===== src/logic/gb_bus_pkg.sv =====
`default_nettype none

package gb_bus_pkg;

  // One byte access per request, no handshake
  typedef struct packed {
    logic [15:0] addr;
    logic [7:0]  wdata;
    logic        read_en;
    logic        write_en;
  } bus_req_t;

  typedef enum logic {
    dma_idle,
    dma_copy
  } dma_state_e;

endpackage

`default_nettype wire


===== src/logic/gb_map_pkg.sv =====
`default_nettype none

package gb_map_pkg;

  // Cartridge ROM space
  localparam logic [15:0] rom_start = 16'h0000;
  localparam logic [15:0] rom_end = 16'h7FFF;

  // Work RAM and its echo mirror
  localparam logic [15:0] wram_start = 16'hC000;
  localparam logic [15:0] wram_end = 16'hDFFF;
  localparam logic [15:0] echo_end = 16'hFDFF;

  // Sprite attribute table
  localparam logic [15:0] oam_start = 16'hFE00;
  localparam logic [15:0] oam_end = 16'hFE9F;

  localparam logic [15:0] unusable_start = 16'hFEA0;
  localparam logic [15:0] unusable_end = 16'hFEFF;

  // OAM DMA start register
  localparam logic [15:0] dma_reg_addr = 16'hFF46;

  localparam logic [15:0] hram_start = 16'hFF80;
  localparam logic [15:0] hram_end = 16'hFFFE;

  // 40 sprites of 4 bytes
  localparam int oam_bytes = 160;

endpackage

`default_nettype wire

===== src/logic/high_ram.sv =====
`default_nettype none

module high_ram
  import gb_bus_pkg::*;
  import gb_map_pkg::*;
(
  input  logic       clk,
  input  bus_req_t   req,
  output logic [7:0] rdata
);

  localparam int hram_bytes = int'(hram_end - hram_start) + 1;

  logic [7:0] mem [hram_bytes];
  logic [6:0] idx;

  assign idx = 7'(req.addr - hram_start);

  always_ff @(posedge clk) begin
    if (req.write_en) begin
      mem[idx] <= req.wdata;
    end
  end

  assign rdata = mem[idx];

endmodule

`default_nettype wire


===== config.mk =====
export PLATFORM = sky130hd
export DESIGN_NAME = high_ram
export DESIGN_NICKNAME = d
export VERILOG_FILES = /design/src/logic/gb_bus_pkg.sv /design/src/logic/gb_map_pkg.sv /design/src/logic/high_ram.sv
export SDC_FILE = /design/constraint.sdc
export NUM_CORES = 1
export LEC_CHECK = 0
export BUFFER_PORTS_ARGS = -buffer_cell sky130_fd_sc_hd__buf_2
export CAP_MARGIN = 20
export CORE_MARGIN = 1
export CORE_UTILIZATION = 26
export CTS_CLUSTER_DIAMETER = 60
export DETAILED_ROUTE_END_ITERATION = 10
export GPL_TIMING_DRIVEN = 0
export PLACE_DENSITY = 0.45
export SETUP_SLACK_MARGIN = 0.3
export SYNTH_ARGS = -nofsm -noshare
export SYNTH_HDL_FRONTEND = slang
export SYNTH_SLANG_ARGS = --single-unit

===== constraint.sdc =====
create_clock -name clk -period 2.8 [get_ports clk]
set_input_delay 0.28 -clock clk [delete_from_list [all_inputs] [get_ports clk]]
set_output_delay 0.28 -clock clk [all_outputs]
set_load 0.005 [all_outputs]

=== Yosys cells after proc, flatten, opt, wreduce, memory -nomap -nowiden ===
Memory sizes are Yosys's and may differ from the RTL's.
Cells that the tools add are included.

* $add $sub $neg: 1
* Multiplexer cells: 2

{| class="wikitable"
|+ Operator list
! operator !! count
|-
| $sub A7 B1 Y7 const B || 1
|-
| $mux W1 || 2
|}

* RAM bits: 1016
* Memories kept: 1
* Word-level logic and storage cells: 4
* Input bits: 27
* Output and inout bits: 8
* Register bits: 0

{| class="wikitable"
|+ Memories
! memory !! depth !! width !! read ports !! clocked after memory_dff !! wr ports !! RTL line !! text
|-
| mem || 127 || 8 || 1 || 0 || 1 || high_ram.sv:14 || <nowiki>logic [7:0] mem [hram_bytes];</nowiki>
|}

=== Longest topological paths before layout ===
Gate-level depths: netlist of run 1.

* Depth after elaboration: 2
* Gate-level depth with buffers: 12
* Mapped depth without buffers: 7

=== Worst setup path after synthesis of run 1 ===
OpenSTA, ideal clock, no wires.

* Path kind: in2reg
* From: in req[10] (netlist bit)
* To: mem mem[102][0], enable pin
* Stages on the path: 8
* Buffers on the path: 5
* Arrival: 1.998 ns
* Slack: 0.432 ns
* Required time: 2.430 ns
* Cells stage by stage: buf_4 -> buf_6 -> nor2b_1 -> clkbuf_1 -> buf_2 -> nand3_1 -> clkbuf_1 -> nor2_1

* Longest elaborated chain between the ends: 1

{| class="wikitable"
|+ Ends and longest elaborated chain
! item !! RTL line !! text
|-
| from (decl) || high_ram.sv:8 || <nowiki>input bus_req_t req,</nowiki>
|-
| $sub A7 B1 Y7 || high_ram.sv:17 || <nowiki>assign idx = 7'(req.addr - hram_start);</nowiki>
|-
| to (decl) || high_ram.sv:14 ||
|}

No other way between the ends.

=== Final worst setup path of run 1 ===
* From: in req[14] (netlist bit)
* To: out rdata[3]

* Longest elaborated chain between the ends: 2

{| class="wikitable"
|+ Ends and longest elaborated chain
! item !! RTL line !! text
|-
| $sub A7 B1 Y7 || high_ram.sv:17 ||
|-
| $mem_v2 Z127 W8 || n/a ||
|-
| to (decl) || high_ram.sv:9 || <nowiki>output logic [7:0] rdata</nowiki>
|}

No other way between the ends.

==> flow_metrics.env, run 1 <==
export IMPL_slew_violations=0
export IMPL_grt_pass1_vias=25195
export IMPL_top_register="mem"
export IMPL_cts_root_buffer="clkbuf_16"
export IMPL_finalSetupViolations=8
export IMPL_cts_sinks=1016
export IMPL_place_ws_ns=-2.71
export IMPL_swShare_pct=25.2
export IMPL_grt_remaining_overflow=0
export IMPL_area_delta_synth_final_pct=28.3
export IMPL_synthTopCellsByArea="edfxtp_1, a221oi_1, mux2i_1"
export IMPL_place_gp_congestion=0.999
export IMPL_p_int_mw=26.0
export IMPL_vias_per_cell=5.74
export IMPL_cts_clk_slew_worst_paths_ns=0.06
export IMPL_initial_core_util_pct=26.3
export IMPL_path_common_cell="buf_2"
export IMPL_layout_common_cells="edfxtp_1, a221oi_1, clkbuf_16"
export IMPL_arrival_ns=3.23
export IMPL_io_pin_count=35
export IMPL_num_rows=142
export IMPL_power_frac_comb_pct=9.8
export IMPL_crit_slowest_cell="clkbuf_1"
export IMPL_hold_path_end="mem[28][3]$_DFFE_PP_"
export IMPL_cp_start_kind="primary input"
export IMPL_place_hpwl_mm=132
export IMPL_largest_reg_flops=1016
export IMPL_outcome="finished with violations"
export IMPL_h_tree_depth=3
export IMPL_final_nets=2651
export IMPL_worst_slew_pin_slew_ns=1.14
export IMPL_synth_ff_type="edfxtp_1"
export IMPL_power_total_mw=34.7
export IMPL_hold_start="req[5]"
export IMPL_max_freq_mhz=285
export IMPL_dieArea_mm2=0.154
export IMPL_grt_max_degree=89
export IMPL_syn_inst=2367
export IMPL_routed_wl_mm=197
export IMPL_ys_ff_latch=1016
export IMPL_period_needed_ns=3.51
export IMPL_final_core_util_pct=33.7
export IMPL_synthArstFlopShare_pct=0
export IMPL_die_h_um=392
export IMPL_p_sw_mw=8.75
export IMPL_antenna_found_initial=21
export IMPL_synth_cell_types=62
export IMPL_antenna_left=0
export IMPL_core_mm2=0.150
export IMPL_detail_route_wl_per_cell_um=41.7
export IMPL_cts_tree="built"
export IMPL_hold_depth=1
export IMPL_vias=27196
export IMPL_cap_violations=0
export IMPL_cts_buffers=112
export IMPL_layout_drive_gt1_share_pct=29.9
export IMPL_clockPowerShare_pct=41.8
export IMPL_cp_max_fo=10
export IMPL_grt_pass1_wl_mm=253
export IMPL_end_kind="output port"
export IMPL_path_class="primary input to output port"
export IMPL_postSynthAreaPerCell_um2=16.7
export IMPL_setup_slack_ns=-0.707
export IMPL_critPathRequiredTime_ns=2.52
export IMPL_drt_iter0_drc=4467
export IMPL_path_buf_inv=4
export IMPL_slowest_delay_ns=0.90
export IMPL_dr_pass1_iters=6
export IMPL_portBuffers=21
export IMPL_post_route_period_util_pct=125
export IMPL_clockBufferDepth=3
export IMPL_postCtsHoldBufs=0
export IMPL_final_cell_area_mm2=0.0507
export IMPL_hold_violations=0
export IMPL_yosysSeqAreaShare_pct=77.1
export IMPL_synth_edf_count=1016
export IMPL_drc=0
export IMPL_vdd_drop_max_mv=0.536
export IMPL_cp_top_family="buffers and inverters"
export IMPL_synth_area_leader_cell="edfxtp_1"
export IMPL_finalSetupTns_ns=-4.66
export IMPL_yosys_area_top_type_share_pct=77.1
export IMPL_place_area_mm2=0.0432
export IMPL_cp_cell_sequence="buf_2 > nor2b_1 > clkbuf_2 > nand3_1 > clkbuf_1 > o21bai_1 > nand4_1 > buf_2"
export IMPL_min_path_type="primary input to flop"
export IMPL_grt_setup_unrepaired="true"
export IMPL_power_density_mw_per_mm2=684
export IMPL_seqPwrFrac_pct=48.4
export IMPL_yosysWarnings=0
export IMPL_synthesis_nets=2394
export IMPL_syn_area_mm2=0.0396
export IMPL_violations="negative setup slack"
export IMPL_dieWidth_um=392
export IMPL_p_leak_nw=15.9
export IMPL_grt_usage_pct=25.2
export IMPL_largestRegisters="mem: 1016 flops"
export IMPL_final_common_cell="edfxtp_1"
export IMPL_maxSlewHeadroom_pct=23.7
final cells by class:
class / count / area (µm²)
Fill cell: 14358 / 99700
Inverter: 5 / 36.3
Sequential cell: 1016 / 30500
Clock inverter: 72 / 634
Antenna cell: 6 / 15.0
Tap cell: 2016 / 2520
Multi-Input combinational cell: 1164 / 10100
Timing Repair Buffer: 143 / 1850
Buffer: 182 / 2150
Clock buffer: 130 / 2890
stage by stage:
step                hold slack (ns)  instances
CTS                         0.00979       4683
floorplan                     0.379       2367
global placement               1.24       4404
detailed placement            0.753       4466
global route                 0.0289       4730
finish                       0.0205       4734
layer usage:
layer	vias to the layer above	share of wire (%)	track usage (%)
li1	10323	-	-
met1	14270	39	33.6
met5	-	0.042	0
met2	2154	43	36.8
met3	437	12	7.14
met4	12	5.7	13.8
cell usage after synthesis (3+ instances only):
cell	count
and2_1	4
a31oi_1	9
a221oi_2	3
and3b_1	3
a221oi_1	186
buf_2	79
nand2b_1	5
a211o_1	3
buf_4	10
nand3_1	20
a22o_1	39
nor4_1	4
o211ai_1	5
nor3_1	20
nor2_1	196
and3_1	4
o221ai_1	14
o21bai_1	4
nor2b_1	13
inv_1	3
clkbuf_1	65
buf_1	15
o22a_1	18
o22ai_1	58
a21oi_1	117
a2111oi_0	4
nand4_1	4
mux4_2	21
buf_6	12
o31ai_1	3
o21ai_0	71
mux2i_1	114
mux2_2	18
a211oi_1	4
nand2_1	77
a22oi_1	73
a221o_1	17
a32oi_1	5
edfxtp_1	1016
power groups by stage:
stage                     clock network, mW  registers (mW)  logic, mW
after floorplan                           0            17.1      0.944
after global placement                    0            17.2       2.56
after detailed placement                  0            17.1       2.69
after CTS                              14.5            16.8       3.05
after global routing                   15.1            16.8       3.37
final                                  14.5            16.8       3.41
cell families after synthesis:
family / count (synthesis) / synth area share, %
AOI/OAI and AO/OA: 652 / 12.1
buffers and inverters: 187 / 2.35
DFF: 1016 / 77.1
muxes: 153 / 4.59
and+or+nand+nor: 359 / 3.88
worst max path at each step:
stage | slack, ns | startpoint | end | cells after the start
floorplan | 0.43 | req[10] | mem[102][0]$_DFFE_PP_ | 8
global placement | -3.01 | req[11] | rdata[6] | 10
detailed placement | -2.71 | req[11] | rdata[3] | 12
CTS | -0.80 | req[14] | rdata[0] | 9
global route | -0.67 | mem[125][1]$_DFFE_PP_ | rdata[1] | 7
finish | -0.71 | req[14] | rdata[3] | 8
what timing repair did:
item	4_1_cts	5_1_grt
gates resized for setup	629	206
cloned	0	1
setup buffers	15	43
endpoints found under the setup margin	1024	532
pin swaps	29	49
No activity file was read; power rests on OpenSTA's default activity.
==> run 2, diff against run 1 <==
RECOVER_POWER = 25   (was not set)
==> run 2 against run 1 <==
- the run ends with max-capacitance violations, max-slew violations, negative setup slack left
- clock power hardly changed
- sequential share of layout area up 0.12 points
- global-route usage did not move
- core utilization fell by 0.070 points
- flip-flop and latch count unchanged
- count of clock-buffer cells in the layout did not move
- critical path depth is 4 higher
- power about the same
- via count decreased by 0.68%
- non-clock buffer count unchanged
- critical endpoint unchanged
- largest power group unchanged
==> flow_metrics.env, run 2 (synthesized netlist as in run 1, its figures left out) <==
export IMPL_grt_usage_pct=25.2
export IMPL_initial_core_util_pct=26.3
export IMPL_path_class="primary input to output port"
export IMPL_p_leak_nw=15.9
export IMPL_antenna_found_initial=21
export IMPL_vdd_drop_max_mv=0.528
export IMPL_grt_pass1_vias=25195
export IMPL_final_nets=2651
export IMPL_final_common_cell="edfxtp_1"
export IMPL_place_hpwl_mm=132
export IMPL_cts_clk_slew_worst_paths_ns=0.06
export IMPL_vias_per_cell=5.71
export IMPL_grt_setup_unrepaired="true"
export IMPL_cts_buffers=112
export IMPL_violations="max-capacitance violations, max-slew violations, negative setup slack"
export IMPL_antenna_left=0
export IMPL_dieArea_mm2=0.154
export IMPL_dp_cells=4466
export IMPL_outcome="finished with violations"
export IMPL_post_route_period_util_pct=125
export IMPL_cts_tree="built"
export IMPL_drc=0
export IMPL_min_path_type="primary input to flop"
export IMPL_final_core_util_pct=33.7
export IMPL_slew_violations=430
export IMPL_power_density_mw_per_mm2=685
export IMPL_detail_route_wl_per_cell_um=41.7
export IMPL_vias=27012
export IMPL_hold_start="req[0]"
export IMPL_portBuffers=21
export IMPL_top_register="mem"
export IMPL_core_mm2=0.150
export IMPL_cts_sinks=1016
export IMPL_die_h_um=392
export IMPL_h_tree_depth=3
export IMPL_cp_start_kind="primary input"
export IMPL_dieWidth_um=392
export IMPL_finalSetupViolations=177
export IMPL_whs_ns=0.335
export IMPL_place_gp_congestion=0.999
export IMPL_arrival_ns=3.22
export IMPL_max_freq_mhz=286
export IMPL_drt_iter0_drc=4528
export IMPL_setup_slack_ns=-0.702
export IMPL_multi_input_area_mm2=0.0101
export IMPL_grt_remaining_overflow=0
export IMPL_hold_depth=3
export IMPL_clockBufferDepth=3
export IMPL_end_kind="output port"
export IMPL_hold_violations=0
export IMPL_ff_latch_area_mm2=0.0305
export IMPL_layout_cells_non_filler=4734
export IMPL_cp_max_fo=11
export IMPL_maxSlewHeadroom_pct=-96.5
export IMPL_grt_max_degree=89
export IMPL_critPathRequiredTime_ns=2.52
export IMPL_io_pin_count=35
export IMPL_period_needed_ns=3.50
export IMPL_dr_pass1_iters=6
export IMPL_worst_slew_pin_slew_ns=2.95
export IMPL_hold_path_end="mem[119][1]$_DFFE_PP_"
export IMPL_layout_common_cells="edfxtp_1, a221oi_1, clkbuf_16"
export IMPL_num_rows=142
export IMPL_grt_pass1_wl_mm=253
export IMPL_largestRegisters="mem: 1016 flops"
export IMPL_layout_drive_gt1_share_pct=29.8
export IMPL_routed_wl_mm=197
export IMPL_area_delta_synth_final_pct=28.0
export IMPL_nFillCells=14371
export IMPL_cap_violations=8
export IMPL_cts_root_buffer="clkbuf_16"
export IMPL_largest_reg_flops=1016
==> run 2: repair_timing <==
item | in CTS | in global routing
pin swaps | 29 | 49
gates cloned | 0 | 1
setup buffers | 15 | 43
setup endpoints to repair | 1024 | 532
hold buffers | 0 | 0
gates resized for setup | 629 | 206
==> run 2: worst max path at each step <==
| stage | start | endpoint | slack [ns] | cells past startpoint |
|---|---|---|---|---|
| after global routing | mem[125][1]$_DFFE_PP_ | rdata[1] | -0.67 | 7 |
| after floorplan | req[10] | mem[102][0]$_DFFE_PP_ | 0.43 | 8 |
| after global placement | req[11] | rdata[6] | -3.01 | 10 |
| after detailed placement | req[11] | rdata[3] | -2.71 | 12 |
| after CTS | req[14] | rdata[0] | -0.80 | 9 |
| final | req[10] | rdata[3] | -0.70 | 12 |
==> run 2: where the power goes <==
group          total, mW  internal, mW  switching [mW]
sequential          16.8          16.8          0.0156
clock               14.5          8.21            6.29
combinational       3.39         0.954            2.44
total               34.7          26.0            8.74
==> run 2: critical path, cell delays in order <==
cell      delay (ns)
buf_6           0.17
nor2b_1         0.15
buf_4           0.33
buf_2           0.41
buf_16          0.20
a221oi_1        0.10
nor3_1          0.70
a221oi_1        0.10
a31oi_1         0.21
a21oi_2         0.11
nand4_1         0.24
buf_2           0.17
==> run 2: through the flow <==
| stage | setup TNS (ns) | instance area, µm² | worst slack [ns] | total power, mW |
|---|---|---|---|---|
| finish | -28.91 | 50600 | -0.702 | 34.7 |
| floorplan | 0 | 39600 | 0.432 | 18.1 |
| CTS | -8.42 | 49200 | -0.799 | 34.4 |
| global route | -66.80 | 50600 | -0.669 | 35.3 |
| detailed placement | -1909.24 | 43200 | -2.71 | 19.8 |
| global placement | -2249.72 | 42200 | -3.01 | 19.7 |
==> run 2: final cells by class <==
class | instances | area share [%]
Sequential cell | 1016 | 60.2
Multi-Input combinational cell | 1164 | 20.0
Clock buffer | 130 | 5.71
Tap cell | 2016 | 4.98
Buffer | 182 | 4.25
Timing Repair Buffer | 143 | 3.45
Clock inverter | 72 | 1.25
Inverter | 5 | 0.0716
Antenna cell | 6 | 0.0296
==> run 2: layer usage <==
metal / GRT usage (%) / share of wire [%]
met2: 36.8 / 43
met5: 0 / 0.042
met1: 33.6 / 39
met4: 13.8 / 5.9
met3: 7.14 / 12
