==> config.mk <==
export PLATFORM = sky130hd
export DESIGN_NAME = oam_dma
export DESIGN_NICKNAME = d
export VERILOG_FILES = /design/src/logic/gb_bus_pkg.sv /design/src/logic/gb_map_pkg.sv /design/src/logic/oam_dma.sv
export SDC_FILE = /design/constraint.sdc
export NUM_CORES = 1
export LEC_CHECK = 0
export BUFFER_PORTS_ARGS = -buffer_cell sky130_fd_sc_hd__buf_2
export CELL_PAD_IN_SITES_DETAIL_PLACEMENT = 0
export CELL_PAD_IN_SITES_GLOBAL_PLACEMENT = 1
export CORE_MARGIN = 2
export CORE_UTILIZATION = 25
export CTS_CLUSTER_SIZE = 14
export DETAILED_ROUTE_END_ITERATION = 6
export PLACE_DENSITY = 0.91
export REMOVE_ABC_BUFFERS = 1
export SLEW_MARGIN = 20
export SYNTH_ARGS = -nofsm -noshare
export SYNTH_HDL_FRONTEND = slang
export SYNTH_SLANG_ARGS = --single-unit
==> constraint.sdc <==
create_clock -name clk -period 1.4 [get_ports clk]
set_clock_uncertainty 0.1 [all_clocks]
set_input_delay 0.07 -clock clk [delete_from_list [all_inputs] [get_ports clk]]
set_output_delay 0.07 -clock clk [all_outputs]
set_load 0.02 [all_outputs]
==> src/logic/gb_bus_pkg.sv <==
`default_nettype none

package gb_bus_pkg;

  // One byte access per request, no handshake
  typedef struct packed {
    logic [15:0] addr;
    logic [7:0]  wdata;
    logic        read_en;
    logic        write_en;
  } bus_req_t;

  typedef enum logic {
    dma_idle,
    dma_copy
  } dma_state_e;

endpackage

`default_nettype wire

==> src/logic/gb_map_pkg.sv <==
`default_nettype none

package gb_map_pkg;

  // Cartridge ROM space
  localparam logic [15:0] rom_start = 16'h0000;
  localparam logic [15:0] rom_end = 16'h7FFF;

  // Work RAM and its echo mirror
  localparam logic [15:0] wram_start = 16'hC000;
  localparam logic [15:0] wram_end = 16'hDFFF;
  localparam logic [15:0] echo_end = 16'hFDFF;

  // Sprite attribute table
  localparam logic [15:0] oam_start = 16'hFE00;
  localparam logic [15:0] oam_end = 16'hFE9F;

  localparam logic [15:0] unusable_start = 16'hFEA0;
  localparam logic [15:0] unusable_end = 16'hFEFF;

  // OAM DMA start register
  localparam logic [15:0] dma_reg_addr = 16'hFF46;

  localparam logic [15:0] hram_start = 16'hFF80;
  localparam logic [15:0] hram_end = 16'hFFFE;

  // 40 sprites of 4 bytes
  localparam int oam_bytes = 160;

endpackage

`default_nettype wire
==> src/logic/oam_dma.sv <==
`default_nettype none

module oam_dma
  import gb_bus_pkg::*;
  import gb_map_pkg::*;
(
  input  logic       clk,
  input  logic       rst,
  input  bus_req_t   reg_req,
  output logic [7:0] reg_rdata,
  input  logic [7:0] src_rdata,
  output logic       active,
  output bus_req_t   dma_req
);

  localparam logic [7:0] last_index = 8'(oam_bytes - 1);

  dma_state_e state;
  logic [7:0] src_page;
  logic [7:0] index;

  always_ff @(posedge clk) begin
    if (rst) begin
      state <= dma_idle;
      src_page <= 8'h00;
      index <= 8'h00;
    end else begin
      case (state)
        dma_idle: begin
          if (reg_req.write_en) begin
            src_page <= reg_req.wdata;
            index <= 8'h00;
            state <= dma_copy;
          end
        end
        dma_copy: begin
          index <= index + 8'd1;
          if (index == last_index) begin
            state <= dma_idle;
          end
        end
        default: state <= dma_idle;
      endcase
    end
  end

  // FF46 reads back the last page written
  assign reg_rdata = src_page;

  assign active = (state == dma_copy);

  // One byte per cycle, read and write in the same cycle
  assign dma_req.addr = {src_page, index};
  assign dma_req.wdata = src_rdata;
  assign dma_req.read_en = active;
  assign dma_req.write_en = active;

endmodule

`default_nettype wire

# After elaboration in Yosys (flattened, before gate mapping)
# Cells that the tools add are included.
[totals]
register_bits = 17
latchBits = 0
ram_bits = 0
romBits = 0
inputBits = 36
out_inout_bits = 35
mem_count = 0
[classes]
add_sub_neg = 1
mul = 0
div = 0
order_cmp = 0
n_eq_ne = 2
shifts = 0
muxes = 5
bitwise_logic = 1
n_reduce_logical = 1
[op_table]
columns = ["operator", "count"]
rows = [
  ["$pmux 8 s2", 1],
  ["$add 8x1->8 const B", 1],
  ["$eq 8x8->1 const B", 1],
  ["$mux 8", 1],
  ["$mux 1", 2],
  ["$ne 2x2->1 const B", 1],
  ["$pmux 1 s2", 1],
  ["$reduce_and 2->1", 1],
  ["$not 1->1", 1],
]

# Longest topological paths before layout
# Gate-level depths: netlist of run 1.
[logic_depth]
word_depth = 3
mapped_depth = 4
mapped_depth_nobuf = 4

# Worst setup path before layout of run 1
# OpenSTA, ideal clock, no wires.
[synth_path]
kind = "reg-to-reg"
startpoint = "reg index[2]"
endpoint = "reg index[6]"
setup_time_ns = 0.123
arrival_ns = 1.190
setup_slack_ns = -0.013
path_stages_with_launch = 4
n_path_buf = 0
period_less_slack_ns = 1.413
cell_sequence = "dfxtp_1 > and3_4 > nand4_1 > mux2_1"
[synth_between]
elab_chain_cells = 2
[synth_lines]
columns = ["element", "line", "rtl"]
rows = [
  ["start: declaration", "oam_dma.sv:20", "logic [7:0] index;"],
  ["start signal: assignment", "oam_dma.sv:37", "index <= index + 8'd1;"],
  ["$add 8x1->8", "oam_dma.sv:37", ""],
  ["$pmux 8 s2", "oam_dma.sv:28", "case (state)"],
]
# No other way between the ends.
# A chain may end at the register's enable or synchronous reset.

# Final worst setup path of run 1
[layout_path]
startpoint = "reg state, in the netlist active"
endpoint = "reg index[4]"
[layout_between]
elab_chain_cells = 2
[layout_lines]
columns = ["element", "line", "rtl"]
rows = [
  ["start: declaration", "oam_dma.sv:18", "dma_state_e state;"],
  ["start signal: assignment", "oam_dma.sv:24", "state <= dma_idle;"],
  ["start signal: assignment", "oam_dma.sv:33", "state <= dma_copy;"],
  ["start signal: assignment", "oam_dma.sv:39", "state <= dma_idle;"],
  ["$not 1->1 (no source line)", "-", ""],
  ["$pmux 8 s2 / $ne 2x2->1 (equally long branches)", "-", ""],
]
# Several ways; a longest one is shown, not always the timed one.

==> results of run 1 <==
-- cell type report --
| cell class | instances | area [sq um] | area share (%) |
|---|---|---|---|
| Sequential cell | 17 | 343 | 31.5 |
| Inverter | 1 | 3.75 | 0.345 |
| Multi-Input combinational cell | 61 | 354 | 32.6 |
| Tap cell | 46 | 57.6 | 5.29 |
| Timing Repair Buffer | 50 | 303 | 27.8 |
| Clock buffer | 4 | 26.3 | 2.42 |
-- flip-flops by register name, indices dropped and copies added, names as in the netlist --
name	flops
active	1
index	8
reg_rdata	8
-- routing by layer --
metal | GRT usage [%] | wire [um]
met4 | 0.833 | 0
met3 | 7.57 | 318
met1 | 12.6 | 873
met2 | 13.4 | 874
met5 | 5.56 | 0
-- where the power goes --
part | internal [mW] | switching [mW] | leakage (nW)
logic | 0.0746 | 0.105 | 0.353
registers | 0.502 | 0.0151 | 0.140
clock network | 0.111 | 0.150 | 0.0150
total | 0.687 | 0.271 | 0.507
-- timing repair --
| action | CTS | global route |
|---|---|---|
| hold endpoints to repair | 8 | 0 |
| hold buffers | 8 | 0 |
| gates resized for setup | 0 | 3 |
| setup endpoints to repair | 0 | 3 |
-- critical path, stage by stage, from the launching register on --
cell                       delay [ps]
sky130_fd_sc_hd__dfxtp_1          360
sky130_fd_sc_hd__buf_4            160
sky130_fd_sc_hd__or2_2            340
sky130_fd_sc_hd__a311oi_1         250
-- cells in the final DEF (no fill, tap or decap), drive strengths merged, types with 3 or more instances in the layout --
master | synthesis | layout
buf | 22 | 42
nand2 | 18 | 18
dfxtp | 17 | 17
a21oi | 12 | 12
dlygate4sd3 | 0 | 8
nor2 | 6 | 6
a311oi | 5 | 5
clkbuf | 1 | 4
nor3b | 3 | 3
and3 | 3 | 3
-- worst paths after layout --
check / startpoint / to / cells after the start
max: active / index[4] / 3
min: src_rdata[0] / dma_req[2] / 0
max reg2reg: active / index[4] / 3
min reg2reg: reg_rdata[5] / reg_rdata[5] / 2
-- through the flow --
stage          utilization [%]  instance area [sq um]  power (mW)
3_3_place_gp              29.5                    976       0.691
2_1_floorplan                -                    696       0.617
6_report                  32.8                   1090       0.958
5_1_grt                   32.8                   1090        1.01
4_1_cts                   32.7                   1080       0.973
3_5_place_dp              29.5                    976       0.691
-- cells by family after synthesis --
group	Yosys count	share of synthesized area (%)
compound gates	19	14.2
fa+ha+maj	1	1.47
buf+inv	24	18.9
flops	17	39.9
mux	3	3.81
simple gates	38	21.7
==> impl_metrics.ini, run 1 <==
[placed_design]
place_hpwl_um = 1480
setup_slack_after_placement_ps = 27.0
port_buffers = 37
dp.cells = 167
globalplace.congestion = 0.791

[drt]
drt_first_pass_iters = 4
routed_wirelength_um = 2070
via_count = 787
wire_per_inst_um = 11.5
detailedRoute.firstIterationViolations = 29
drt.antenna.violating_nets = 0
vias_per_cell = 4.40
remaining_drc_errors = 0

[timing]
worst_slew_pin_slew_ps = 342
finalCritPeriodShare_pct = 92.1
achievable-frequency_mhz = 776
slew_viol_final = 0
finalHoldViolations = 0
setup_slack_ps = 111
timing.final.crit_period_ps = 1290
finalSetupViolations = 0
worst_hold_slack_ps = 40.2
aggregate_negative_setup_slack_ps = 0
grt_setup_unrepaired = no
timing.slew.headroom_pct = 77.2

[cells_and_area]
drive_above_1_share_pct = 39.1
area.growth.synth_to_final_pct = 27.4
n_antenna_cell = 0
layoutNonFillerInstCount = 179
num-fill-cells = 374
finalNetCount = 171

[cts]
tritoncts = built
clk_latency_ps = 290
post_cts_buffers = 0
clock_sinks = 17
clk_pin_slew_ps = 100
cts-htree-levels = 1
ctsRootBufferMaster = sky130_fd_sc_hd__clkbuf_4
number_of_buffers_between_clock_root_and_the_deepest_sink = 2
cts_buffers = 3

[setup_path]
worst-endpoint-required_ps = 1510
critical_path_arrival_ps = 1390
worst-r2r-setup-slack_ps = 110
class_of_the_most_critical_setup_path = reg2reg
worst_setup_path_end_kind = flip-flop
setup.worst_path.start_class = flip-flop
max_fo_critical_path = 6

[floorplanning]
num_io_pins = 71
rows = 21
vertical_die_dimension_um = 62.4
placeable_area_sq_mm = 0.00331
floorplan.die_area_sq_mm = 0.00390
start_util_pct = 25.8
dieWidth_um = 62.4

[power_and_ir_drop]
power-per-cell-area_mw_per_mm2 = 881
highest_ir_drop_seen_on_vdd_v = 0.000513
total_leakage_power_nw = 0.507

[yosys]
synth_area_leader_cell = sky130_fd_sc_hd__dfxtp_1
yosys.area.top_type_share_pct = 39.9
netlist_area_sq_um = 853
yosysSeqAreaShare_pct = 39.9
netlist_top_cells_area = sky130_fd_sc_hd__dfxtp_1 (40%), sky130_fd_sc_hd__buf_4 (16%), sky130_fd_sc_hd__nand2_1 (7.9%), sky130_fd_sc_hd__a21oi_1 (7.0%), sky130_fd_sc_hd__a311oi_1 (5.1%)
synth.avg_cell_area_sq_um = 8.37
postSynthCellCount = 102
postSynthRegisterBits = 17
postSynth.topFlopCell = sky130_fd_sc_hd__dfxtp_1
number_of_synthesized_flops_with_an_enable_pin = 0
synthTopCellsByCount = sky130_fd_sc_hd__buf_4 (18), sky130_fd_sc_hd__nand2_1 (18), sky130_fd_sc_hd__dfxtp_1 (17), sky130_fd_sc_hd__a21oi_1 (12), sky130_fd_sc_hd__nor2_1 (6)
yosys_warnings = 0
postSynth.asyncResetShare_pct = 0
synth_cell_types = 24

[global_routing]
grt_use_total_pct = 9.95
maximum_number_of_pins_on_one_net_before_global_route_repair = 20
antenna_found_initial = 0
vias_in_the_first_global_route = 625
grt.overflow.total = 0
global_route_wire_length_before_repair_um = 3070

[run]
max_cap_viol_count = 0

[worst_hold_path]
hold_path.class = in2out

[run_status]
status = complete, no violations
(Power assumes the default switching activity.)
==> inputs of run 2 (changes only) <==
--- a/config.mk
+++ b/config.mk
@@ -5,7 +5,9 @@
 export SDC_FILE = /design/constraint.sdc
 export NUM_CORES = 1
 export LEC_CHECK = 0
+export ABC_AREA = 1
 export BUFFER_PORTS_ARGS = -buffer_cell sky130_fd_sc_hd__buf_2
+export CAP_MARGIN = 10
 export CELL_PAD_IN_SITES_DETAIL_PLACEMENT = 0
 export CELL_PAD_IN_SITES_GLOBAL_PLACEMENT = 1
 export CORE_MARGIN = 2
==> run 2 against run 1 <==
Against the previous run: first-iteration DRC count down 34%; synthesized cell count rose by 18%; combinational power grew 19%; fmax shrank 0.93%; count of clock-buffer cells in the layout did not move; utilization rose by 0.60 points; sequential share of layout area fell by 1.3 points; critical path depth down 1; sequential power grew 2%; sequential cell count unchanged; power rose by 5.3%; die area up 3.8%; critical path type is now reg2out; critical endpoint is now dma_req[0]; highest routed layer is now met4.
==> impl_metrics.ini, run 2 <==
[floorplanning]
vertical_die_dimension_um = 63.6
num_io_pins = 71
placeable_area_sq_mm = 0.00336
rows = 21
dieWidth_um = 63.6
start_util_pct = 26.4
floorplan.die_area_sq_mm = 0.00405

[global_routing]
antenna_found_initial = 0
maximum_number_of_pins_on_one_net_before_global_route_repair = 16
global_route_wire_length_before_repair_um = 3390
vias_in_the_first_global_route = 778
grt.overflow.total = 0
grt_use_total_pct = 11.0

[cts]
cts_resized = 0
ctsRootBufferMaster = sky130_fd_sc_hd__clkbuf_4
clk_latency_ps = 290
number_of_buffers_between_clock_root_and_the_deepest_sink = 2
cts-htree-levels = 1
clock_sinks = 17
tritoncts = built
clk_pin_slew_ps = 100
cts_buffers = 3

[setup_path]
worst-r2r-setup-slack_ps = 180
worst_setup_path_end_kind = output port
setup.worst_path.start_class = flip-flop
worst-endpoint-required_ps = 1230
class_of_the_most_critical_setup_path = reg2out
max_fo_critical_path = 7
critical_path_arrival_ps = 1130

[timing]
grt_setup_unrepaired = no
timing.final.crit_period_ps = 1300
aggregate_negative_setup_slack_ps = 0
worst_slew_pin_slew_ps = 399
finalSetupViolations = 0
finalHoldViolations = 0
worst_hold_slack_ps = 40.2
slew_viol_final = 0
timing.slew.headroom_pct = 73.4
finalCritPeriodShare_pct = 92.9
achievable-frequency_mhz = 768

[yosys]
synthTopCellsByCount = sky130_fd_sc_hd__nor2_1 (20), sky130_fd_sc_hd__buf_4 (18), sky130_fd_sc_hd__dfxtp_1 (17), sky130_fd_sc_hd__nand2_1 (15), sky130_fd_sc_hd__o21ai_0 (12)
postSynthCellCount = 120
synth_area_leader_cell = sky130_fd_sc_hd__dfxtp_1
number_of_synthesized_flops_with_an_enable_pin = 0
postSynthRegisterBits = 17
synth.avg_cell_area_sq_um = 7.40
yosys.area.top_type_share_pct = 38.3
netlist_area_sq_um = 888
netlist_top_cells_area = sky130_fd_sc_hd__dfxtp_1 (38%), sky130_fd_sc_hd__buf_4 (15%), sky130_fd_sc_hd__nor2_1 (8.5%), sky130_fd_sc_hd__o21ai_0 (6.8%), sky130_fd_sc_hd__nand2_1 (6.3%)
postSynth.topFlopCell = sky130_fd_sc_hd__dfxtp_1
postSynth.asyncResetShare_pct = 0
yosys_warnings = 0
yosysSeqAreaShare_pct = 38.3
synth_cell_types = 18
synth_most_common_cell = sky130_fd_sc_hd__nor2_1

[power_and_ir_drop]
total_leakage_power_nw = 0.558
power-per-cell-area_mw_per_mm2 = 897
highest_ir_drop_seen_on_vdd_v = 0.000384

[drt]
drt_first_pass_iters = 4
detailedRoute.firstIterationViolations = 19
wire_per_inst_um = 10.8
remaining_drc_errors = 0
via_count = 835
routed_wirelength_um = 2150
drt.antenna.violating_nets = 0
vias_per_cell = 4.18

[cells_and_area]
layout.cell_area.non_filler_sq_mm = 0.00112
post-route-util_pct = 33.4
drive_above_1_share_pct = 35.7
most_frequent_cells_in_the_layout = sky130_fd_sc_hd__buf_2 (37), sky130_fd_sc_hd__nor2_1 (20), sky130_fd_sc_hd__dfxtp_1 (17), sky130_fd_sc_hd__nand2_1 (15), sky130_fd_sc_hd__o21ai_0 (12)
regArea_sq_um = 340
layout.cells.most_common = sky130_fd_sc_hd__buf_2
n_antenna_cell = 0
multi_input_comb_area_sq_um = 340
num-fill-cells = 384
finalNetCount = 192
area.growth.synth_to_final_pct = 26.6

[placed_design]
place_hpwl_um = 1610
globalplace.congestion = 0.818
port_buffers = 37
standard_cell_area_after_detailed_placement_sq_um = 998

[run_status]
status = complete, no violations

[worst_hold_path]
hold_path.class = in2out

[run]
max_cap_viol_count = 0
run 2: kinds of logic after synthesis:
logic type | synth area share (%)
compound gates | 12.7
fa+ha+maj | 1.41
buf+inv | 23.4
flops | 38.3
simple gates | 24.2
run 2: cell type report:
type	instances	area share (%)
well taps	46	5.12
inverters	12	4.00
multi-input cells	70	30.3
repair buffers	51	28.0
clock buffers	4	2.34
flip-flops and latches	17	30.3
run 2: worst paths after layout:
check	cells past startpoint	startpoint	end
hold / removal	0	src_rdata[6]	dma_req[8]
setup reg to reg	4	active	active
hold reg to reg	2	index[6]	index[6]
setup / recovery	2	active	dma_req[0]
run 2: power breakdown:
group	leakage (nW)	switching [mW]	internal (mW)	total (mW)
sequential	0.139	0.0177	0.507	0.525
combinational	0.403	0.128	0.0856	0.214
clock	0.0150	0.159	0.111	0.270
total	0.558	0.305	0.704	1.01
run 2: critical path, cell delays in order (launching register included):
cell and delay (ps):
sky130_fd_sc_hd__dfxtp_1 470, sky130_fd_sc_hd__buf_4 200, sky130_fd_sc_hd__buf_2 160
run 2: per-layer routing:
metal  wire, um  vias up  share of wire [%]  track usage (%)
li1           -      427                  -                -
met3        310        4                 14             6.96
met5          0        -                  0                0
met2        887       40                 41             15.3
met4         39        0                1.8             6.52
met1        916      364                 43             12.5
run 2: through the flow:
stage / power (mW) / std cells / worst slack, ps
finish: 1.01 / 200 / 98.7
CTS: 1.03 / 200 / 78.8
detailed placement: 0.731 / 186 / 188
floorplan: 0.647 / 99 / -166
global placement: 0.729 / 186 / 178
global route: 1.06 / 200 / 24.7
run 2: repair_timing:
action | 4_1_cts | 5_1_grt
setup endpoints to repair | 0 | 0
hold buffers | 10 | 0
setup buffers | 0 | 0
endpoints found under the hold margin | 11 | 0
