File: src/logic/gb_bus_pkg.sv
`default_nettype none

package gb_bus_pkg;

  // One byte access per request, no handshake
  typedef struct packed {
    logic [15:0] addr;
    logic [7:0]  wdata;
    logic        read_en;
    logic        write_en;
  } bus_req_t;

  typedef enum logic {
    dma_idle,
    dma_copy
  } dma_state_e;

endpackage

`default_nettype wire

File: src/logic/gb_map_pkg.sv
`default_nettype none

package gb_map_pkg;

  // Cartridge ROM space
  localparam logic [15:0] rom_start = 16'h0000;
  localparam logic [15:0] rom_end = 16'h7FFF;

  // Work RAM and its echo mirror
  localparam logic [15:0] wram_start = 16'hC000;
  localparam logic [15:0] wram_end = 16'hDFFF;
  localparam logic [15:0] echo_end = 16'hFDFF;

  // Sprite attribute table
  localparam logic [15:0] oam_start = 16'hFE00;
  localparam logic [15:0] oam_end = 16'hFE9F;

  localparam logic [15:0] unusable_start = 16'hFEA0;
  localparam logic [15:0] unusable_end = 16'hFEFF;

  // OAM DMA start register
  localparam logic [15:0] dma_reg_addr = 16'hFF46;

  localparam logic [15:0] hram_start = 16'hFF80;
  localparam logic [15:0] hram_end = 16'hFFFE;

  // 40 sprites of 4 bytes
  localparam int oam_bytes = 160;

endpackage

`default_nettype wire
File: src/logic/mmu.sv
`default_nettype none

module mmu
  import gb_bus_pkg::*;
  import gb_map_pkg::*;
(
  input  bus_req_t   cpu_req,
  output logic [7:0] cpu_rdata,
  input  logic       dma_active,
  input  bus_req_t   dma_req,
  output logic [7:0] dma_rdata,
  output bus_req_t   wram_req,
  output bus_req_t   hram_req,
  output bus_req_t   oam_req,
  output bus_req_t   cart_req,
  output bus_req_t   dma_reg_req,
  input  logic [7:0] wram_rdata,
  input  logic [7:0] hram_rdata,
  input  logic [7:0] oam_rdata,
  input  logic [7:0] cart_rdata,
  input  logic [7:0] dma_reg_rdata
);

  typedef enum logic [2:0] {
    region_none,
    region_cart,
    region_wram,
    region_oam,
    region_unusable,
    region_dma_reg
  } region_e;

  // Distance from an echo address back to its work RAM cell
  localparam logic [15:0] echo_offset = wram_end - wram_start + 16'd1;

  function automatic region_e decode(input logic [15:0] addr);
    region_e r;
    r = region_none;
    if (addr inside {[rom_start : rom_end]}) begin
      r = region_cart;
    end else if (addr inside {[wram_start : echo_end]}) begin
      r = region_wram;
    end else if (addr inside {[oam_start : oam_end]}) begin
      r = region_oam;
    end else if (addr inside {[unusable_start : unusable_end]}) begin
      r = region_unusable;
    end else if (addr == dma_reg_addr) begin
      r = region_dma_reg;
    end
    return r;
  endfunction

  logic [15:0] eff_addr;
  region_e     region;
  logic        cpu_hram;
  logic        cpu_rd;
  logic        cpu_wr;
  logic        dma_rd;
  logic        dma_wr;

  assign eff_addr = dma_active ? dma_req.addr : cpu_req.addr;
  assign region = decode(eff_addr);

  // HRAM stays on the CPU side even during DMA
  assign cpu_hram = cpu_req.addr inside {[hram_start : hram_end]};

  assign cpu_rd = cpu_req.read_en && !dma_active;
  assign cpu_wr = cpu_req.write_en && !dma_active;
  assign dma_rd = dma_req.read_en && dma_active;
  assign dma_wr = dma_req.write_en && dma_active;

  always_comb begin
    cart_req.addr = eff_addr;
    cart_req.wdata = cpu_req.wdata;
    cart_req.read_en = (cpu_rd || dma_rd) && (region == region_cart);
    cart_req.write_en = cpu_wr && (region == region_cart);

    // Echo folded onto the base range
    wram_req.addr = (eff_addr > wram_end) ? eff_addr - echo_offset : eff_addr;
    wram_req.wdata = cpu_req.wdata;
    wram_req.read_en = (cpu_rd || dma_rd) && (region == region_wram);
    wram_req.write_en = cpu_wr && (region == region_wram);

    hram_req.addr = cpu_req.addr;
    hram_req.wdata = cpu_req.wdata;
    hram_req.read_en = cpu_req.read_en && cpu_hram;
    hram_req.write_en = cpu_req.write_en && cpu_hram;

    dma_reg_req.addr = cpu_req.addr;
    dma_reg_req.wdata = cpu_req.wdata;
    dma_reg_req.read_en = cpu_rd && (region == region_dma_reg);
    dma_reg_req.write_en = cpu_wr && (region == region_dma_reg);

    if (dma_active) begin
      // DMA target is the OAM entry matching the source low byte
      oam_req.addr = {oam_start[15:8], dma_req.addr[7:0]};
      oam_req.wdata = dma_req.wdata;
      oam_req.read_en = 1'b0;
      oam_req.write_en = dma_wr && (int'(dma_req.addr[7:0]) < oam_bytes);
    end else begin
      oam_req.addr = cpu_req.addr;
      oam_req.wdata = cpu_req.wdata;
      oam_req.read_en = cpu_rd && (region == region_oam);
      oam_req.write_en = cpu_wr && (region == region_oam);
    end
  end

  always_comb begin
    cpu_rdata = 8'hFF;
    if (cpu_hram) begin
      cpu_rdata = hram_rdata;
    end else if (!dma_active) begin
      case (region)
        region_cart:                  cpu_rdata = cart_rdata;
        region_wram:                  cpu_rdata = wram_rdata;
        region_oam:                   cpu_rdata = oam_rdata;
        region_dma_reg:               cpu_rdata = dma_reg_rdata;
        region_none, region_unusable: cpu_rdata = 8'hFF;
        default:                      cpu_rdata = 8'hFF;
      endcase
    end
  end

  // Only cartridge and work RAM are valid DMA sources
  always_comb begin
    dma_rdata = 8'hFF;
    if (dma_active) begin
      if (region == region_cart) begin
        dma_rdata = cart_rdata;
      end else if (region == region_wram) begin
        dma_rdata = wram_rdata;
      end
    end
  end

endmodule

`default_nettype wire

File: config.mk
export PLATFORM = sky130hd
export DESIGN_NAME = mmu
export DESIGN_NICKNAME = d
export VERILOG_FILES = /design/src/logic/gb_bus_pkg.sv /design/src/logic/gb_map_pkg.sv /design/src/logic/mmu.sv
export SDC_FILE = /design/constraint.sdc
export NUM_CORES = 1
export LEC_CHECK = 0
export BUFFER_PORTS_ARGS = -buffer_cell sky130_fd_sc_hd__buf_2
export CAP_MARGIN = 20
export CORE_AREA = 8 8 86 88
export DETAILED_ROUTE_END_ITERATION = 6
export DIE_AREA = 0 0 94 96
export PLACE_DENSITY = 0.8
export SETUP_SLACK_MARGIN = 0.2
export SLEW_MARGIN = 40
export SYNTH_ARGS = -nofsm -noshare
export SYNTH_HDL_FRONTEND = slang
export SYNTH_SLANG_ARGS = --single-unit
File: constraint.sdc
create_clock -name vclk -period 2.4
set_clock_uncertainty 0.05 [all_clocks]
set_input_delay 0.24 -clock vclk [all_inputs]
set_output_delay 0.24 -clock vclk [all_outputs]
set_load 0.03 [all_outputs]
Word-level counts from Yosys, hierarchy flattened:

Cells that the tools add are included.
W data, S select, Z words.

* flip-flop bits (word level): 0

* add/subtract/negate cells: 1
* magnitude comparators: 12
* equal/unequal tests: 5
* muxes and demuxes: 14
* reduce and logical (&&, ||, !) cells: 22

Operator list (number)
* $ge A16 B16 Y1 const B: 4
* $le A16 B16 Y1 const B: 4
* $mux W8: 5
* $mux W16: 2
* $pmux W8 S4: 1
* $mux W26: 1
* $logic_and A1 B1 Y1: 20
* $eq A16 B16 Y1 const B: 1
* $ge A16 B1 Y1 const B: 1
* $gt A16 B16 Y1 const B: 1
* $le A16 B15 Y1 const B: 1
* $sub A16 B14 Y16 const B: 1
* $mux W3: 5
* $lt A8 B8 Y1 const B: 1
* $eq A3 B2 Y1 const B: 2
* $eq A3 B1 Y1 const B: 1
* $eq A3 B3 Y1 const B: 1
* $logic_not A1 Y1: 1
* $logic_or A1 B1 Y1: 1

Logic depth before layout (Yosys ltp):

* depth in word-level cells: 11
* mapped depth: 10

Worst setup path before layout:

OpenSTA, ideal clock, no wires.

* path type: input to output
* from: in dma_active
* to: out oam_req[0] in the netlist's numbering
* data arrival time: 2.399 ns
* data required time: 2.110 ns
* path slack: -0.289 ns
* cell stages on the path: 10
* path buffers: 3
* cells stage by stage: buf_6 > buf_8 > buf_4 > mux2i_1 > inv_1 > ha_1 > nand2_1 > nor4b_1 > o21ai_0 > o21ai_0

RTL lines
* start: declaration: line mmu.sv:9 `input logic dma_active,`
* end: declaration: line mmu.sv:14 `output bus_req_t oam_req,`

Worst setup path after layout:

* from: in dma_active
* to: out cpu_rdata[5]

* word-level cells in the longest chain between the ends: 11

RTL lines
* $mux W16: line mmu.sv:61 `assign eff_addr = dma_active ? dma_req.addr : cpu_req.addr;`
* $ge A16 B16 Y1, or another cell as far along: line mmu.sv:45 `end else if (addr inside {[unusable_start : unusable_end]}) begin`
* $logic_and A1 B1 Y1 or $mux W3 (tied branches): line mmu.sv:45, mmu.sv:47
* $mux W3: line mmu.sv:45
* $mux W3: line mmu.sv:43 `end else if (addr inside {[oam_start : oam_end]}) begin`
* $mux W3: line mmu.sv:41 `end else if (addr inside {[wram_start : echo_end]}) begin`
* $mux W3: line mmu.sv:39 `if (addr inside {[rom_start : rom_end]}) begin`
* $eq A3 B3 Y1, or another cell as far along: line mmu.sv:113 `case (region)`
* $pmux W8 S4: line mmu.sv:113
* $mux W8 *: line mmu.sv:112 `end else if (!dma_active) begin`
* $mux W8 *: line mmu.sv:110 `if (cpu_hram) begin`
* end: declaration: line mmu.sv:8 `output logic [7:0] cpu_rdata,`

Mark *: on every way between the ends. The rest lies on a longest branch, timed or not.

==> metrics.txt <==
# TYPE chip_impl_metric gauge
chip_impl_metric{name="ys_seq_area_share",unit="%"} 0
chip_impl_metric{name="synth_fp_nets",unit=""} 383
chip_impl_metric{name="seqCellArea",unit="um^2"} 0
chip_impl_metric{name="ios",unit=""} 239
chip_impl_metric{name="power.density",unit="nW/um^2"} 271.2
chip_impl_metric{name="postRouteAntennaNets",unit=""} 0
chip_impl_metric{name="postSynthCellCount",unit=""} 288
chip_impl_metric{name="swShare",unit="%"} 62.79
chip_impl_metric{name="irDropWorstVdd",unit="mV"} 0.2514
chip_impl_metric{name="flops_and_latches",unit=""} 0
chip_impl_metric{name="synth.top_cell.area_share",unit="%"} 33.01
chip_impl_metric{name="cell_internal_pwr",unit="uW"} 341.4
chip_impl_metric{name="maximum_number_of_pins_on_one_net_before_global_route_repair",unit=""} 18
chip_impl_metric{name="tightest_slew_margin_relative_to_the_limit",unit="%"} 71.17
chip_impl_metric{name="worst_ep_arrival_time",unit="ps"} 2140
chip_impl_metric{name="stdcell_count",unit=""} 560
chip_impl_metric{name="core_area",unit="um^2"} 6096
chip_impl_metric{name="synthesis_to_layout_area_growth",unit="%"} 73.00
chip_impl_info{name="setup.worst_path.start_class",value="input pin"} 1
chip_impl_metric{name="post-dp-hpwl",unit="um"} 8294
chip_impl_metric{name="postLayoutSetupSlackWorst",unit="ps"} -29.57
chip_impl_info{name="unrepaired_setup_endpoints_after_global_routing",value="yes"} 1
chip_impl_metric{name="synth.avg_cell_area",unit="um^2"} 6.790
chip_impl_metric{name="drt-vias-per-instance",unit=""} 4.886
chip_impl_metric{name="diodes",unit=""} 0
chip_impl_metric{name="post_route_cells_drive_above_1_share",unit="%"} 74.74
chip_impl_info{name="critical-path-top-cell-by-count",value="sky130_fd_sc_hd__buf_6"} 1
chip_impl_metric{name="remaining_drc_errors",unit=""} 0
chip_impl_metric{name="routabilityCongestion",unit=""} 0.9151
chip_impl_metric{name="rows",unit=""} 29
chip_impl_metric{name="effective_utilization_at_floorplan",unit="%"} 32.08
chip_impl_info{name="timing.critical_path.slowest_stage_cell",value="sky130_fd_sc_hd__or3_4"} 1
chip_impl_metric{name="slew_viol_final",unit=""} 0
chip_impl_metric{name="chip_width",unit="um"} 94
chip_impl_metric{name="power.clock.fraction",unit="%"} 0
chip_impl_metric{name="sequentialPowerShare",unit="%"} 0
chip_impl_info{name="final_common_cell",value="sky130_fd_sc_hd__buf_2"} 1
chip_impl_metric{name="drtIter0Drc",unit=""} 93
chip_impl_info{name="synth.area.top_cells",value="sky130_fd_sc_hd__buf_4 33%, sky130_fd_sc_hd__mux2_2 12%, sky130_fd_sc_hd__nor2_1 7.3%"} 1
chip_impl_info{name="status",value="finished with violations"} 1
chip_impl_metric{name="power_switching",unit="uW"} 576.0
chip_impl_info{name="path_class",value="in -> out"} 1
chip_impl_metric{name="dpl_worst_slack",unit="ps"} -196.8
chip_impl_metric{name="grt_overflow_total",unit=""} 0
chip_impl_info{name="violations",value="negative setup slack"} 1
chip_impl_metric{name="p_comb_share",unit="%"} 100.0
chip_impl_metric{name="numPlacedInstances",unit=""} 551
chip_impl_info{name="synth_top_family_by_area",value="buffers and inverters"} 1
chip_impl_metric{name="vias",unit=""} 2736
chip_impl_metric{name="max_slew.worst_pin.slew",unit="ps"} 427.9
chip_impl_metric{name="simple_gate_area_share_of_the_yosys_netlist",unit="%"} 26.36
chip_impl_info{name="setup.worst_path.end_class",value="primary output"} 1
chip_impl_metric{name="die-height",unit="um"} 96
chip_impl_metric{name="grt_antenna_before_repair",unit=""} 0
chip_impl_info{name="synthDominantAreaCellType",value="sky130_fd_sc_hd__buf_4"} 1
chip_impl_info{name="setup.worst_path.start",value="dma_active"} 1
chip_impl_metric{name="ys_warn_count",unit=""} 0
chip_impl_metric{name="grtUsageTotal",unit="%"} 19.59
chip_impl_metric{name="synth_fa_ha_area_share",unit="%"} 1.280
chip_impl_metric{name="nFillCells",unit=""} 586
chip_impl_metric{name="yosys.cell_types.count",unit=""} 42
chip_impl_metric{name="leakage",unit="uW"} 0.001750
chip_impl_metric{name="via_count_of_the_first_global_routing_pass",unit=""} 2889
chip_impl_metric{name="cap_viol_max_count",unit=""} 0
chip_impl_metric{name="firstDrtPassIters",unit=""} 4
chip_impl_info{name="holdCritPathClass",value="in -> out"} 1
chip_impl_metric{name="finalHoldViolations",unit=""} 0
chip_impl_metric{name="finalNetCount",unit=""} 580
chip_impl_metric{name="final_setup_viols",unit=""} 1
chip_impl_metric{name="fin_crit",unit="ps"} 2430
chip_impl_info{name="timing.critical_path.cells",value="buf_12 -> buf_6 -> or3_4 -> a2111oi_4 -> nand4_2 -> buf_8 -> nor2_4 -> a211oi_2 -> buf_4 -> a31oi_4 -> buf_6"} 1
chip_impl_metric{name="drt_wl_total",unit="um"} 9891
chip_impl_metric{name="placement.io_buffers",unit=""} 239
chip_impl_metric{name="fp.dieArea",unit="um^2"} 9024
chip_impl_metric{name="compound_gate_portion_of_the_synthesized_area",unit="%"} 20.03
chip_impl_metric{name="worstHoldPathCells",unit=""} 2
chip_impl_metric{name="critPathRequiredTime",unit="ps"} 2110
chip_impl_metric{name="post-route-period-util",unit="%"} 101.2
chip_impl_metric{name="maxClockFrequency",unit="MHz"} 411.6
chip_impl_metric{name="global_route_wire_length_before_repair",unit="um"} 14570
chip_impl_metric{name="netlist_area",unit="um^2"} 1956
chip_impl_metric{name="synthMuxAreaShare",unit="%"} 13.05
chip_impl_metric{name="routed_wire_length_per_instance",unit="um"} 17.66
chip_impl_info{name="cp-endpoint",value="cpu_rdata[5]"} 1
chip_impl_metric{name="critPathMaxStageDelay",unit="ps"} 390
chip_impl_metric{name="yosys.area_share.xor_xnor",unit="%"} 0
chip_impl_info{name="layout.cells.most_common_list",value="228 x sky130_fd_sc_hd__buf_2, 42 x sky130_fd_sc_hd__buf_4, 34 x sky130_fd_sc_hd__nor2_1"} 1
chip_impl_metric{name="worst-path-max-fanout",unit=""} 8
chip_impl_metric{name="clock_buffers",unit=""} 0
## synthesized netlist by cell type, types with 2 or more instances
library cell,number
sky130_fd_sc_hd__o21ai_2,2
sky130_fd_sc_hd__or2_2,6
sky130_fd_sc_hd__a21oi_1,2
sky130_fd_sc_hd__clkbuf_1,6
sky130_fd_sc_hd__a211oi_1,8
sky130_fd_sc_hd__nand3_1,6
sky130_fd_sc_hd__mux2i_1,3
sky130_fd_sc_hd__and2_1,2
sky130_fd_sc_hd__buf_4,86
sky130_fd_sc_hd__ha_1,2
sky130_fd_sc_hd__a31oi_1,11
sky130_fd_sc_hd__a22o_1,9
sky130_fd_sc_hd__o21ai_0,12
sky130_fd_sc_hd__nand2b_1,2
sky130_fd_sc_hd__inv_1,17
sky130_fd_sc_hd__nor2_1,38
sky130_fd_sc_hd__nand4_1,5
sky130_fd_sc_hd__nand3b_1,2
sky130_fd_sc_hd__nor3b_1,8
sky130_fd_sc_hd__mux2_2,20
sky130_fd_sc_hd__nand2_1,20
## power groups by stage
stage                     sequential [uW]  combinational (uW)  clock (uW)
final                                   0                 917           0
after global routing                    0                 966           0
after CTS                               0                 914           0
after detailed placement                0                 852           0
after global placement                  0                 846           0
after floorplan                         0                 618           0
## metal layers
| layer | part of all wire, % | vias up | routed length (um) | track usage [%] |
|---|---|---|---|---|
| met4 | 0.19 | 0 | 19 | 1.717 |
| met5 | 0 | - | 0 | 0 |
| li1 | - | 1308 | - | - |
| met3 | 8.7 | 2 | 859 | 4.134 |
| met1 | 40 | 1274 | 3920 | 22.94 |
| met2 | 51 | 152 | 5092 | 36.76 |
## through the flow
step	power [uW]	utilization (%)	hold WS [ps]	cell area, um^2	TNS [ps]
final	917.5	55.50	722.6	3383	-29.57
after global routing	966.0	55.50	730.0	3383	-419.8
after CTS	914.3	54.80	723.6	3341	-65.65
after detailed placement	852.5	49.75	722.0	3033	-1304
after global placement	845.9	49.75	718.1	3033	-950.8
after floorplan	618.5	-	541.8	2092	0
## repair_timing
action,4_1_cts,5_1_grt
hold buffers,0,0
setup endpoints to repair,10,15
buffers inserted,5,2
gates cloned,2,0
pin swaps,14,10
gates resized for setup,53,11
## how the worst min path moves through the flow
| stage | start | end | slack (ps) |
|---|---|---|---|
| floorplan | cpu_req[25] | cart_req[0] | 540 |
| global placement | cpu_req[5] | dma_reg_req[5] | 720 |
| detailed placement | cpu_req[4] | dma_reg_req[4] | 720 |
| CTS | cpu_req[4] | wram_req[4] | 720 |
| global route | cpu_req[4] | dma_reg_req[4] | 730 |
| finish | cpu_req[4] | wram_req[4] | 720 |
## worst max-delay path: cells and delay by family
family	cells	cell delay, ps
buf+inv	5	680
simple gates	3	650
compound gates	3	560
## cell families (layout without fill, tap and decap cells)
logic type	count (synthesis)	in the layout
fa+ha+maj	2	2
compound gates	52	52
simple gates	98	98
buf+inv	113	308
mux	23	23
## cell type report
class / count / area, um^2 / area share, %
Timing Repair Buffer: 291 / 1773 / 52.40
Inverter: 17 / 68.82 / 2.034
Tap cell: 77 / 96.34 / 2.848
Multi-Input combinational cell: 175 / 1445 / 42.71
No activity file was read; power rests on OpenSTA's default activity.
